`src/verilog/cpu16r_pkg.sv`:
```
`default_nettype none

package cpu16r_pkg;

    // LDR loads a word through a register
    typedef enum logic [5:0] {
        OP_NOP,
        OP_HALT,
        OP_ADD,
        OP_ADDI,
        OP_SUB,
        OP_SUBI,
        OP_RSUBI,
        OP_AND,
        OP_ANDI,
        OP_OR,
        OP_XOR,
        OP_SHL,
        OP_SHR,
        OP_ASHR,
        OP_LD,
        OP_LDI,
        OP_ST,
        OP_STR,
        OP_PUSH,
        OP_POP,
        OP_MOV,
        OP_LDR
    } opcode_e;

    // carry set means no borrow after a subtract
    typedef enum logic [3:0] {
        NONE, EQ, NE, LTU, GTU, LEU, GEU, LTS, GTS, LES, GES
    } cond_e;

    typedef enum logic [3:0] {
        R0, R1, R2, R3, R4, R5, R6, R7,
        R8, R9, R10, R11, R12, R13, SP, PC
    } reg_e;

    typedef enum logic [3:0] {
        ALU_PASSA, ALU_ADD, ALU_SUB, ALU_AND, ALU_OR,
        ALU_XOR, ALU_SHL, ALU_SHR, ALU_ASHR
    } alu_op_e;

    typedef enum logic [1:0] {
        MASK_FULL, MASK_IMM8, MASK_IMM16
    } mask_e;

    // low 16 bits double as addr16
    typedef struct packed {
        opcode_e    opcode;
        cond_e      cond;
        logic       set_status;
        logic       spare;
        reg_e       reg_a;
        reg_e       reg_b;
        reg_e       reg_c;
        logic [7:0] imm8;
    } instr_t;

    typedef struct packed {
        logic zero;
        logic carry;
        logic negative;
        logic overflow;
    } status_t;

    typedef struct packed {
        logic              mem_rd;
        logic              mem_wr;
        reg_e              sel_a;
        reg_e              sel_b;
        reg_e              sel_in;
        logic              oe_a_reg;
        logic              oe_b_reg;
        logic              ld_reg;
        logic              oe_a_ir;
        logic              oe_b_ir;
        mask_e             a_mask_sel;
        mask_e             b_mask_sel;
        logic signed [7:0] count_b;
        logic              pre_count_b;
        logic              post_count_b;
        logic              ld_ir;
        logic              ld_status;
        alu_op_e           alu_op;
    } ctrl_t;

endpackage

`default_nettype wire

```
`src/verilog/alu.sv`:
```
`default_nettype none

module alu
    import cpu16r_pkg::*;
(
    input  wire alu_op_e     op_i,
    input  wire logic [31:0] a_i,
    input  wire logic [31:0] b_i,
    input  wire status_t     status_i,
    output logic [31:0]      result_o,
    output status_t          status_o
);

    logic [32:0] sum;
    logic [32:0] diff;
    logic [4:0]  shamt;

    assign sum   = {1'b0, a_i} + {1'b0, b_i};
    // carry out of a + ~b + 1 is set when there is no borrow
    assign diff  = {1'b0, a_i} + {1'b0, ~b_i} + 33'd1;
    assign shamt = b_i[4:0];

    always_comb begin
        status_o = status_i;
        case (op_i)
            ALU_ADD: begin
                result_o          = sum[31:0];
                status_o.carry    = sum[32];
                status_o.overflow = (a_i[31] == b_i[31]) && (sum[31] != a_i[31]);
            end
            ALU_SUB: begin
                result_o          = diff[31:0];
                status_o.carry    = diff[32];
                status_o.overflow = (a_i[31] != b_i[31]) && (diff[31] != a_i[31]);
            end
            ALU_AND:  result_o = a_i & b_i;
            ALU_OR:   result_o = a_i | b_i;
            ALU_XOR:  result_o = a_i ^ b_i;
            ALU_SHL:  result_o = a_i << shamt;
            ALU_SHR:  result_o = a_i >> shamt;
            ALU_ASHR: result_o = $unsigned($signed(a_i) >>> shamt);
            default:  result_o = a_i;
        endcase
        status_o.zero     = (result_o == 32'd0);
        status_o.negative = result_o[31];
    end

endmodule

`default_nettype wire

```
`config.mk`:
```
export PLATFORM = sky130hd
export DESIGN_NAME = alu
export DESIGN_NICKNAME = d
export VERILOG_FILES = /design/src/verilog/cpu16r_pkg.sv /design/src/verilog/alu.sv
export SDC_FILE = /design/constraint.sdc
export NUM_CORES = 1
export LEC_CHECK = 0
export BUFFER_PORTS_ARGS = -buffer_cell sky130_fd_sc_hd__buf_2
export CAP_MARGIN = 10
export CORE_ASPECT_RATIO = 2
export CORE_MARGIN = 1.5
export CORE_UTILIZATION = 65
export DETAILED_ROUTE_END_ITERATION = 12
export PLACE_DENSITY_LB_ADDON = 0.08
export SLEW_MARGIN = 25
export SYNTH_ARGS = -nofsm -noshare
export SYNTH_HDL_FRONTEND = slang
export SYNTH_SLANG_ARGS = --single-unit
```
`constraint.sdc`:
```
create_clock -name vclk -period 13.2
set_input_delay 2.64 -clock vclk [all_inputs]
set_output_delay 2.64 -clock vclk [all_outputs]
set_load 0.05 [all_outputs]
```
==> flow_results.org <==
** Worst setup path
- Highest net fanout along the worst path :: 79
- The worst setup path is launched from an input pin.
- Worst-path cell with the longest stage delay :: buf_4
- Traced cell by cell, the critical path runs through buf_4 -> inv_1 -> ha_1 -> a211oi_1 -> o21ai_0 -> a31oi_1 -> nor3_1 -> a2111oi_2 -> o2111ai_1 -> o32a_1 -> nor4_1 -> nor4b_2 -> nand4b_1 -> nor4_2 -> buf_2.
- Worst Setup End Kind :: primary output
- For the worst setup path, the data arrival time is 8.55 ns.
- Stage delay of the slowest cell on the critical path :: 0.77 ns
- The worst setup path is of the in -> out kind.
- Required @ worst endpoint :: 10.56 ns
- Critical path origin :: b_i[1]

** Finish
- The repair_antennas step left the layout with diodes totalling 0.
- Cells fill 69.4% of the core in the end.
- The sequential cells in the finished layout cover a total of 0 um^2.
- The final layout contains a sequential cell count of 0.
- Clock buffers in the final layout number 0.
- Nets@finish :: 1623
- In the final layout, the share of cells above drive strength 1 is 14.2%.
- The top cell types in the final layout, fill and taps aside, are 159 x nand2_1, 129 x nor2_1, 119 x a21oi_1.
- Number of fill cells in the layout :: 1383
- Leading cell type in the layout, fill and taps excluded :: nand2_1
- Area growth from synthesis to layout :: 4.14%

** STA
- At the pin with the least slew margin, the transition time is around 1.1 ns.
- Across all setup checks in the final design, the least slack found is 2.01 ns.
- The number of hold-slack violations in the final timing report was 0.
- Worst relative slew slack :: 29.5%
- For this run, the top clock speed supported by timing is 89.4 MHz.
- Share of the clock period used by the worst path after layout :: around 85%
- Setup repair after global routing left no endpoint under its margin.
- Final period demand of the worst path :: 11.19 ns
- Total negative slack :: 0 ns
- Number of setup violations in the final report :: 0
- The tightest hold path in the finished design has a slack of 5.74 ns.
- Final number of max-transition violations :: 0

** Floorplanning
- Total Die Area :: roughly 16000 um^2
- Die extent in y :: 177 um
- From left edge to right edge, the die measures 90.1 um.
- The initialized floorplan defines 63 standard-cell rows.
- For this configuration, the core starts out at a cell density of 66.6%.
- The total area inside the core boundary comes to between 10000 and 15000 um^2.
- Number of top-level design ports :: 108

** Clock network
- Post-CTS repair changed the size of 0 cells.
- # Post-CTS Setup Buffers :: 0
- For this design, the CTS-stage hold fixing added 0 buffers.

** Min path
- The startpoint identified for the worst hold timing path is status_i[2].
- Class of the tightest hold or removal check :: in -> out

** Placement
- Final weighted congestion in routability-driven placement :: 1.16
- Timing analysis after detailed placement gives a worst setup slack of approximately 2.5 ns.
- Detailed placer's ending HPWL :: 36400 um
- During placement, the flow inserted port buffers numbering 106.

** Synth
- Distinct cells, synth :: 86
- Synthesis handed over a netlist of 1426 instances.
- For this run, the register share of the synthesized area comes to 0%.
- After synthesis the cells add up to roughly 10000 um^2.
- After synthesis, the mean cell area works out to 6.92 um^2.
- Number of warning messages in the yosys log :: 0
- Net count of the mapped netlist :: 1607

** Global route
- Routing usage on met2 :: 88.6%
- Fraction of met3 tracks used by global routing :: approximately a quarter
- Pin count of the biggest net entering global routing :: 80
- Sum of overflow across all layers after global routing :: 0
- Global routing consumed, on the met1 layer, 61.9% of the routing resources.
- Total routing usage reported by global routing :: between 60% and 70%
- The via count of the first global-routing pass is 12700.
- Global-route wire length before repair :: 75400 um
- Busiest layer in global routing :: met2
- Number of antenna violations at the first check in global routing :: 2

** Routing
- For this block, the routed nets add up to 48800 um of wire.
- Antenna Violating Nets Remaining :: 0
- Dividing the detail-routed wire length by the instance count gives 29.8 um.
- Dividing the detail-routed via count by the number of cells gives 8.07.
- Count of routing violations after the opening detailed-route iteration :: 2442
- Total vias in the final route :: 13200
- DR DRC count :: 0
- The first detailed-routing pass ran for 8 iterations.

** Outcome
- Run status :: finished, final reports clean

** Power
- Power share of the clock group :: 0%
- Portion of total power attributed to combinational logic :: 100.0%
- Worst VDD drop :: 0.0429 mV
- Total design power :: 535 uW
- Share of power burned in registers :: 0%
- P_leak :: 0.00432 uW
- Internal power comes to 165 uW.
- Power density of the placed cells :: ~52 nW/um^2
- Net Sw Power :: 370 uW
- Switching portion of total power :: 69.1%

** Job
- Maximum capacitance violations :: 0
final cells by class:
type / instances / area (um^2) / area share, %
repair buffers: 125 / 678 / 6.60
multi-input cells: 1218 / 8990 / 87.5
inverters: 97 / 364 / 3.54
well taps: 195 / 244 / 2.37
per-layer routing:
layer  share of wire (%)  up-vias
met3                  14      536
met4                  15        0
met2                  41     1384
li1                    -     5425
met5                   0        -
met1                  29     5842
final timing paths:
path | slack [ns] | to | cells after the start
worst max-delay path | 2.01 | status_o[3] | 15
worst min-delay path | 5.74 | status_o[2] | 4
power groups by stage:
stage                     logic [uW]  registers (uW)  clock network, uW
after floorplan                  354               0                  0
after global placement           493               0                  0
after detailed placement         499               0                  0
after CTS                        502               0                  0
after global routing             556               0                  0
final                            535               0                  0
through the flow:
step                      std cells  instance area (um^2)
after floorplan                1426                  9870
after global placement         1635                 10300
after global routing           1635                 10300
after CTS                      1635                 10300
after detailed placement       1635                 10300
final                          1635                 10300
worst max-delay path: cells and delay by family:
kind	cells	cell delay, ns
AO/OA/AOI/OAI	6	2.27
buffers and inverters	3	1.61
AND/OR/NAND/NOR	5	1.50
adder cells (fa/ha/maj)	1	0.49
logic make-up (layout without fill, tap and decap cells):
logic type | count (synthesis) | after routing | share of synthesized area, %
and+or+nand+nor | 482 | 482 | 23.1
muxes | 107 | 107 | 17.4
buffers and inverters | 208 | 222 | 9.13
AOI/OAI and AO/OA | 492 | 492 | 33.9
xor gates and xnor gates | 28 | 28 | 2.48
adders and majority gates | 109 | 109 | 14.0
cells in the mapped netlist (all sizes together), types with 10 or more instances:
cell type | instances | area [um^2]
clkbuf | 65 | 244
o211ai | 30 | 225
o221ai | 12 | 105
a221oi | 15 | 131
xnor2 | 26 | 228
o21a | 20 | 150
inv | 97 | 364
mux2i | 48 | 493
nand3 | 42 | 210
a31oi | 21 | 131
mux2 | 10 | 113
buf | 46 | 293
o21ai | 80 | 400
nand2 | 159 | 597
ha | 107 | 1340
nor2b | 16 | 100
o22ai | 23 | 144
o31ai | 12 | 90.1
a21oi | 119 | 596
nor2 | 130 | 488
nand4 | 15 | 93.8
a22oi | 20 | 150
nor3 | 37 | 190
mux4 | 49 | 1110
or3 | 12 | 75.1
nor4 | 12 | 81.3
a211oi | 19 | 143
a21o | 15 | 113
Note: power is estimated with default switching activity, not from simulation.
