===== src/verilog/cpu16r_pkg.sv =====
`default_nettype none

package cpu16r_pkg;

    // LDR loads a word through a register
    typedef enum logic [5:0] {
        OP_NOP,
        OP_HALT,
        OP_ADD,
        OP_ADDI,
        OP_SUB,
        OP_SUBI,
        OP_RSUBI,
        OP_AND,
        OP_ANDI,
        OP_OR,
        OP_XOR,
        OP_SHL,
        OP_SHR,
        OP_ASHR,
        OP_LD,
        OP_LDI,
        OP_ST,
        OP_STR,
        OP_PUSH,
        OP_POP,
        OP_MOV,
        OP_LDR
    } opcode_e;

    // carry set means no borrow after a subtract
    typedef enum logic [3:0] {
        NONE, EQ, NE, LTU, GTU, LEU, GEU, LTS, GTS, LES, GES
    } cond_e;

    typedef enum logic [3:0] {
        R0, R1, R2, R3, R4, R5, R6, R7,
        R8, R9, R10, R11, R12, R13, SP, PC
    } reg_e;

    typedef enum logic [3:0] {
        ALU_PASSA, ALU_ADD, ALU_SUB, ALU_AND, ALU_OR,
        ALU_XOR, ALU_SHL, ALU_SHR, ALU_ASHR
    } alu_op_e;

    typedef enum logic [1:0] {
        MASK_FULL, MASK_IMM8, MASK_IMM16
    } mask_e;

    // low 16 bits double as addr16
    typedef struct packed {
        opcode_e    opcode;
        cond_e      cond;
        logic       set_status;
        logic       spare;
        reg_e       reg_a;
        reg_e       reg_b;
        reg_e       reg_c;
        logic [7:0] imm8;
    } instr_t;

    typedef struct packed {
        logic zero;
        logic carry;
        logic negative;
        logic overflow;
    } status_t;

    typedef struct packed {
        logic              mem_rd;
        logic              mem_wr;
        reg_e              sel_a;
        reg_e              sel_b;
        reg_e              sel_in;
        logic              oe_a_reg;
        logic              oe_b_reg;
        logic              ld_reg;
        logic              oe_a_ir;
        logic              oe_b_ir;
        mask_e             a_mask_sel;
        mask_e             b_mask_sel;
        logic signed [7:0] count_b;
        logic              pre_count_b;
        logic              post_count_b;
        logic              ld_ir;
        logic              ld_status;
        alu_op_e           alu_op;
    } ctrl_t;

endpackage

`default_nettype wire


===== src/verilog/reg_file.sv =====
`default_nettype none

module reg_file
    import cpu16r_pkg::*;
#(
    parameter logic [31:0] RESET_PC = 32'h0,
    parameter logic [31:0] RESET_SP = 32'h100
) (
    input  wire                     clk,
    input  wire                     arst_n_i,
    input  wire reg_e               sel_a_i,
    input  wire reg_e               sel_b_i,
    input  wire reg_e               sel_in_i,
    input  wire logic               ld_i,
    input  wire logic [31:0]        wdata_i,
    input  wire logic signed [7:0]  count_b_i,
    input  wire logic               pre_count_b_i,
    input  wire logic               post_count_b_i,
    output logic [31:0]             rdata_a_o,
    output logic [31:0]             rdata_b_o
);

    logic [31:0] regs [16];
    logic [31:0] count_ext;
    logic [31:0] counted_b;

    assign count_ext = {{24{count_b_i[7]}}, count_b_i};
    assign counted_b = regs[sel_b_i] + count_ext;

    assign rdata_a_o = regs[sel_a_i];
    // pre-count shows the moved pointer on the same cycle
    assign rdata_b_o = pre_count_b_i ? counted_b : regs[sel_b_i];

    always_ff @(posedge clk or negedge arst_n_i) begin
        if (!arst_n_i) begin
            for (int i = 0; i < 16; i++) begin
                regs[i] <= '0;
            end
            regs[PC] <= RESET_PC;
            regs[SP] <= RESET_SP;
        end else begin
            if (pre_count_b_i || post_count_b_i) begin
                regs[sel_b_i] <= counted_b;
            end
            // write port comes last so it overrides the counter on the same register
            if (ld_i) begin
                regs[sel_in_i] <= wdata_i;
            end
        end
    end

    a_one_count_mode: assert property (@(posedge clk) disable iff (!arst_n_i)
        !(pre_count_b_i && post_count_b_i));

endmodule

`default_nettype wire

===== config.mk =====
export PLATFORM = sky130hd
export DESIGN_NAME = reg_file
export DESIGN_NICKNAME = d
export VERILOG_FILES = /design/src/verilog/cpu16r_pkg.sv /design/src/verilog/reg_file.sv
export SDC_FILE = /design/constraint.sdc
export NUM_CORES = 2
export LEC_CHECK = 0
export BUFFER_PORTS_ARGS = -buffer_cell sky130_fd_sc_hd__buf_2
export CORE_ASPECT_RATIO = 0.6
export CORE_UTILIZATION = 45
export DETAILED_ROUTE_END_ITERATION = 7
export RECOVER_POWER = 50
export SLEW_MARGIN = 30
export SYNTH_ARGS = -nofsm -noshare
export SYNTH_HDL_FRONTEND = slang
export SYNTH_SLANG_ARGS = --single-unit

===== constraint.sdc =====
create_clock -name clk -period 6.9 [get_ports clk]
set_input_delay 1.035 -clock clk [delete_from_list [all_inputs] [get_ports clk]]
set_output_delay 1.035 -clock clk [all_outputs]
set_load 0.01 [all_outputs]

==> impl_metrics.py <==
metrics = {
    "clocking": {
        "clock-sinks": 512,
        "h-tree-depth": 2,
        "cts_buffers": 52,
        "cts_buffer_depth": 3,
        "cts_root_buf": "clkbuf_16",
        "clk_pin_slew_ns": 0.07,
        "holdBufCountCts": 0,
        "clock_latency_ns": 0.65,
        "post_cts_buffers": 0,
        "cts_tree": "built",
    },
    "floorplanning": {
        "die_area_sq_um": 75200,
        "num_rows": 76,
        "die_w_um": 353,
        "start_util": 0.459,
        "core_sq_um": 72600,
        "ios": 121,
        "die_h_um": 213,
    },
    "timing": {
        "clock_skew_ns": 0.0384,
        "clock.fmax_ghz": 0.151,
        "worstMarginPinSlew_ns": 5.04,
        "tns_ns": 0,
        "worst_slack_ns": 0.277,
        "post-route-period-util": 0.960,
        "drv_slew": 528,
        "hold_viol_final": 0,
        "slew_headroom": -2.36,
        "rsz0062_at_grt": "false",
        "setup_viol": 0,
        "period_minus_slack_ns": 6.62,
    },
    "logic_synthesis": {
        "ys_ff_latch": 512,
        "synth_top_family_by_area": "multiplexers",
        "syn_nets": 3732,
        "synth-async-reset-ratio": 1.00,
        "ys_types": 67,
        "avgSynthCellArea_sq_um": 9.15,
        "synth_enable_flop_cells": 0,
        "muxShareOfSynthArea": 0.220,
        "yosys.area_share.adder": 0.0122,
        "netlist_area_sq_um": 33300,
        "synth_flop_cell": "dfrtp_1",
        "synth_compound_area_frac": 0.162,
        "synth_xor_xnor_area_share": 0.00874,
        "yosysWarningCount": 0,
        "syn_inst": 3643,
        "synth_simple_gate_area_frac": 0.166,
        "synth-seq-area-share": 0.384,
    },
    "power": {
        "intPower_uw": 9650,
        "vdd_drop_max_uv": 238,
        "cellPowerDensity_nw_per_um2": 459,
        "p_clk_frac": 0.177,
        "leakagePower_uw": 0.0151,
        "combPwrFrac": 0.482,
        "p_switching_uw": 7250,
        "seqPwrFrac": 0.340,
        "swShare": 0.429,
    },
    "global_route": {
        "grt.overflow.total": 0,
        "grt_max_degree": 154,
        "grt_pass1_vias": 28714,
        "antenna_found_initial": 16,
        "grt_pass1_wl_mm": 206,
        "grt.total_usage": 0.381,
    },
    "placement": {
        "io_buffer_count": 120,
        "dp_cells": 4498,
        "dpl_cell_area_sq_um": 35200,
        "dp_slack_ns": -0.0173,
        "dpl.hpwl_mm": 90.5,
        "gp_congestion": 0.975,
    },
    "finish": {
        "drive_gt1_frac": 0.206,
        "nFillCells": 6563,
        "largest_register_ffs": 512,
        "multi_input_area_sq_um": 19200,
        "design_area_sq_um": 36900,
        "layout.nets": 3668,
        "area.growth.synth_to_final_pct": 10.6,
        "layout.cells.non_filler": 4598,
        "reg.largest.list": "regs (512)",
        "ff_latch_area_sq_um": 12800,
        "top_register": "regs",
    },
    "route": {
        "drtAntennaViolNets": 0,
        "wire_per_inst_um": 31.3,
        "vias": 31036,
        "drt_wl_total_mm": 144,
        "drc": 0,
        "via_per_inst": 6.75,
        "dr.pass1.iters": 7,
        "first_iter_violations": 4741,
    },
    "setup_path": {
        "slowest_stage": "mux4_2",
        "cp.required_ns": 5.86,
        "cp-end-kind": "output port",
        "crit_path_start_kind": "input port",
        "crit_chain": "buf_2, inv_2, buf_4, buf_4, mux4_2, ha_1, a21oi_1, nand2_1, o41ai_2, nand2_1, o21ai_1, o21ai_1, xor2_2, buf_4, nand2_1, xnor2_2, buf_2",
        "crit_type": "in -> out",
        "cp_data_arrival_time_ns": 5.59,
        "slowest_delay_ns": 0.63,
        "crit_fanout": 13,
    },
    "hold_path": {
        "hp-class": "reg -> reg",
    },
    "run_status": {
        "violations": "capacitance limit, slew limit",
        "status": "finished with violations",
    },
    "run": {
        "max_cap_violations": 14,
    },
}
power by group through the flow:
stage / Sequential, uW / Combinational (uW) / Clock (uW)
finish: 5760 / 8150 / 3000
global route: 5880 / 8680 / 3110
global placement: 5700 / 7900 / 0
floorplan: 5190 / 5510 / 0
detailed placement: 5670 / 7960 / 0
CTS: 5650 / 7990 / 3000
Yosys cell counts (11+ instances only):
cell type	n	area, sq um
xnor2_1	13	114
o21a_1	19	143
o31ai_1	17	128
nand3_1	74	370
a21o_1	15	113
a21oi_1	379	1900
buf_1	67	251
mux4_2	319	7180
ha_1	31	388
nor3_1	28	140
xor2_1	11	96.3
o21ai_1	26	130
buf_2	20	100
nand2_1	729	2740
nor2_1	480	1800
o21ai_0	288	1440
a31oi_1	150	938
a221o_1	16	160
clkbuf_1	297	1110
dfrtp_1	511	12800
and3_1	41	257
repair_timing:
| item | 4_1_cts | 5_1_grt |
|---|---|---|
| resized for setup | 1 | 6 |
| setup endpoints to repair | 1 | 2 |
| hold endpoints to repair | 0 | 0 |
cell type report:
class / instances / area share
flip-flops and latches: 512 / 0.348
well taps: 975 / 0.0331
repair buffers: 273 / 0.0516
inverters: 7 / 0.000713
multi-input cells: 2733 / 0.520
clock buffers: 65 / 0.0383
clock inverters: 28 / 0.00794
diodes: 5 / 0.000339
through the flow:
step,utilization,hold slack (ns),total power (uW)
detailed placement,0.485,0.532,13600
finish,0.508,0.548,16900
CTS,0.509,0.502,16600
global placement,0.485,0.518,13600
global route,0.508,0.566,17700
floorplan,-,0.495,10700
path summary, 6_finish.rpt:
kind	start	depth (start not counted)	endpoint	slack (ns)
worst max-delay path	sel_b_i[3]	17	rdata_b_o[31]	0.28
worst max register to register	regs[0]	15	regs[408]	2.02
worst min register to register	regs[441]	2	regs[441]	0.55
max in group asynchronous	arst_n_i	3	regs[256]	0.97
worst min-delay path	regs[441]	2	regs[441]	0.55
min in group asynchronous	arst_n_i	1	regs[203]	2.48
layout by cell type (no fill, tap or decap), types with 9 or more instances in the layout:
master and n:
o31ai_1 17, xor2_1 10, o21ai_1 26, and3_1 41, a31oi_1 150, nor2_1 460, clkbuf_1 17, mux4_2 319
clkinv_2 17, buf_4 133, nand2_1 724, nor3_1 20, buf_12 9, buf_2 113, mux2_2 10, o21a_1 19
dfrtp_1 511, ha_1 31, a21o_1 15, a221o_1 16, o21ai_0 288, nand3_1 73, a21oi_1 379, clkbuf_16 52
xnor2_1 11, nor2_4 12, o211ai_2 9
routing by layer:
metal | part of all wire | vias to the layer above | wire length [um] | track usage
met5 | 0.00083 | - | 119 | 0.00903
met4 | 0.036 | 10 | 5220 | 0.125
met3 | 0.16 | 367 | 23700 | 0.171
met2 | 0.39 | 2420 | 55500 | 0.495
met1 | 0.41 | 15316 | 59200 | 0.556
li1 | - | 12923 | - | -
cells by family after synthesis:
logic type,count (synthesis)
AOI/OAI and AO/OA,956
adders and majority gates,32
DFF,512
muxes,332
xor gates and xnor gates,29
and+or+nand+nor,1384
buffers and inverters,398
critical path: cells and delay by family:
kind,cells,cell delay (ns)
compound gates,4,0.95
xor+xnor,2,0.58
fa+ha+maj,1,0.39
buf+inv,6,1.70
mux,1,0.63
simple gates,3,0.28
(Power assumes the default switching activity.)
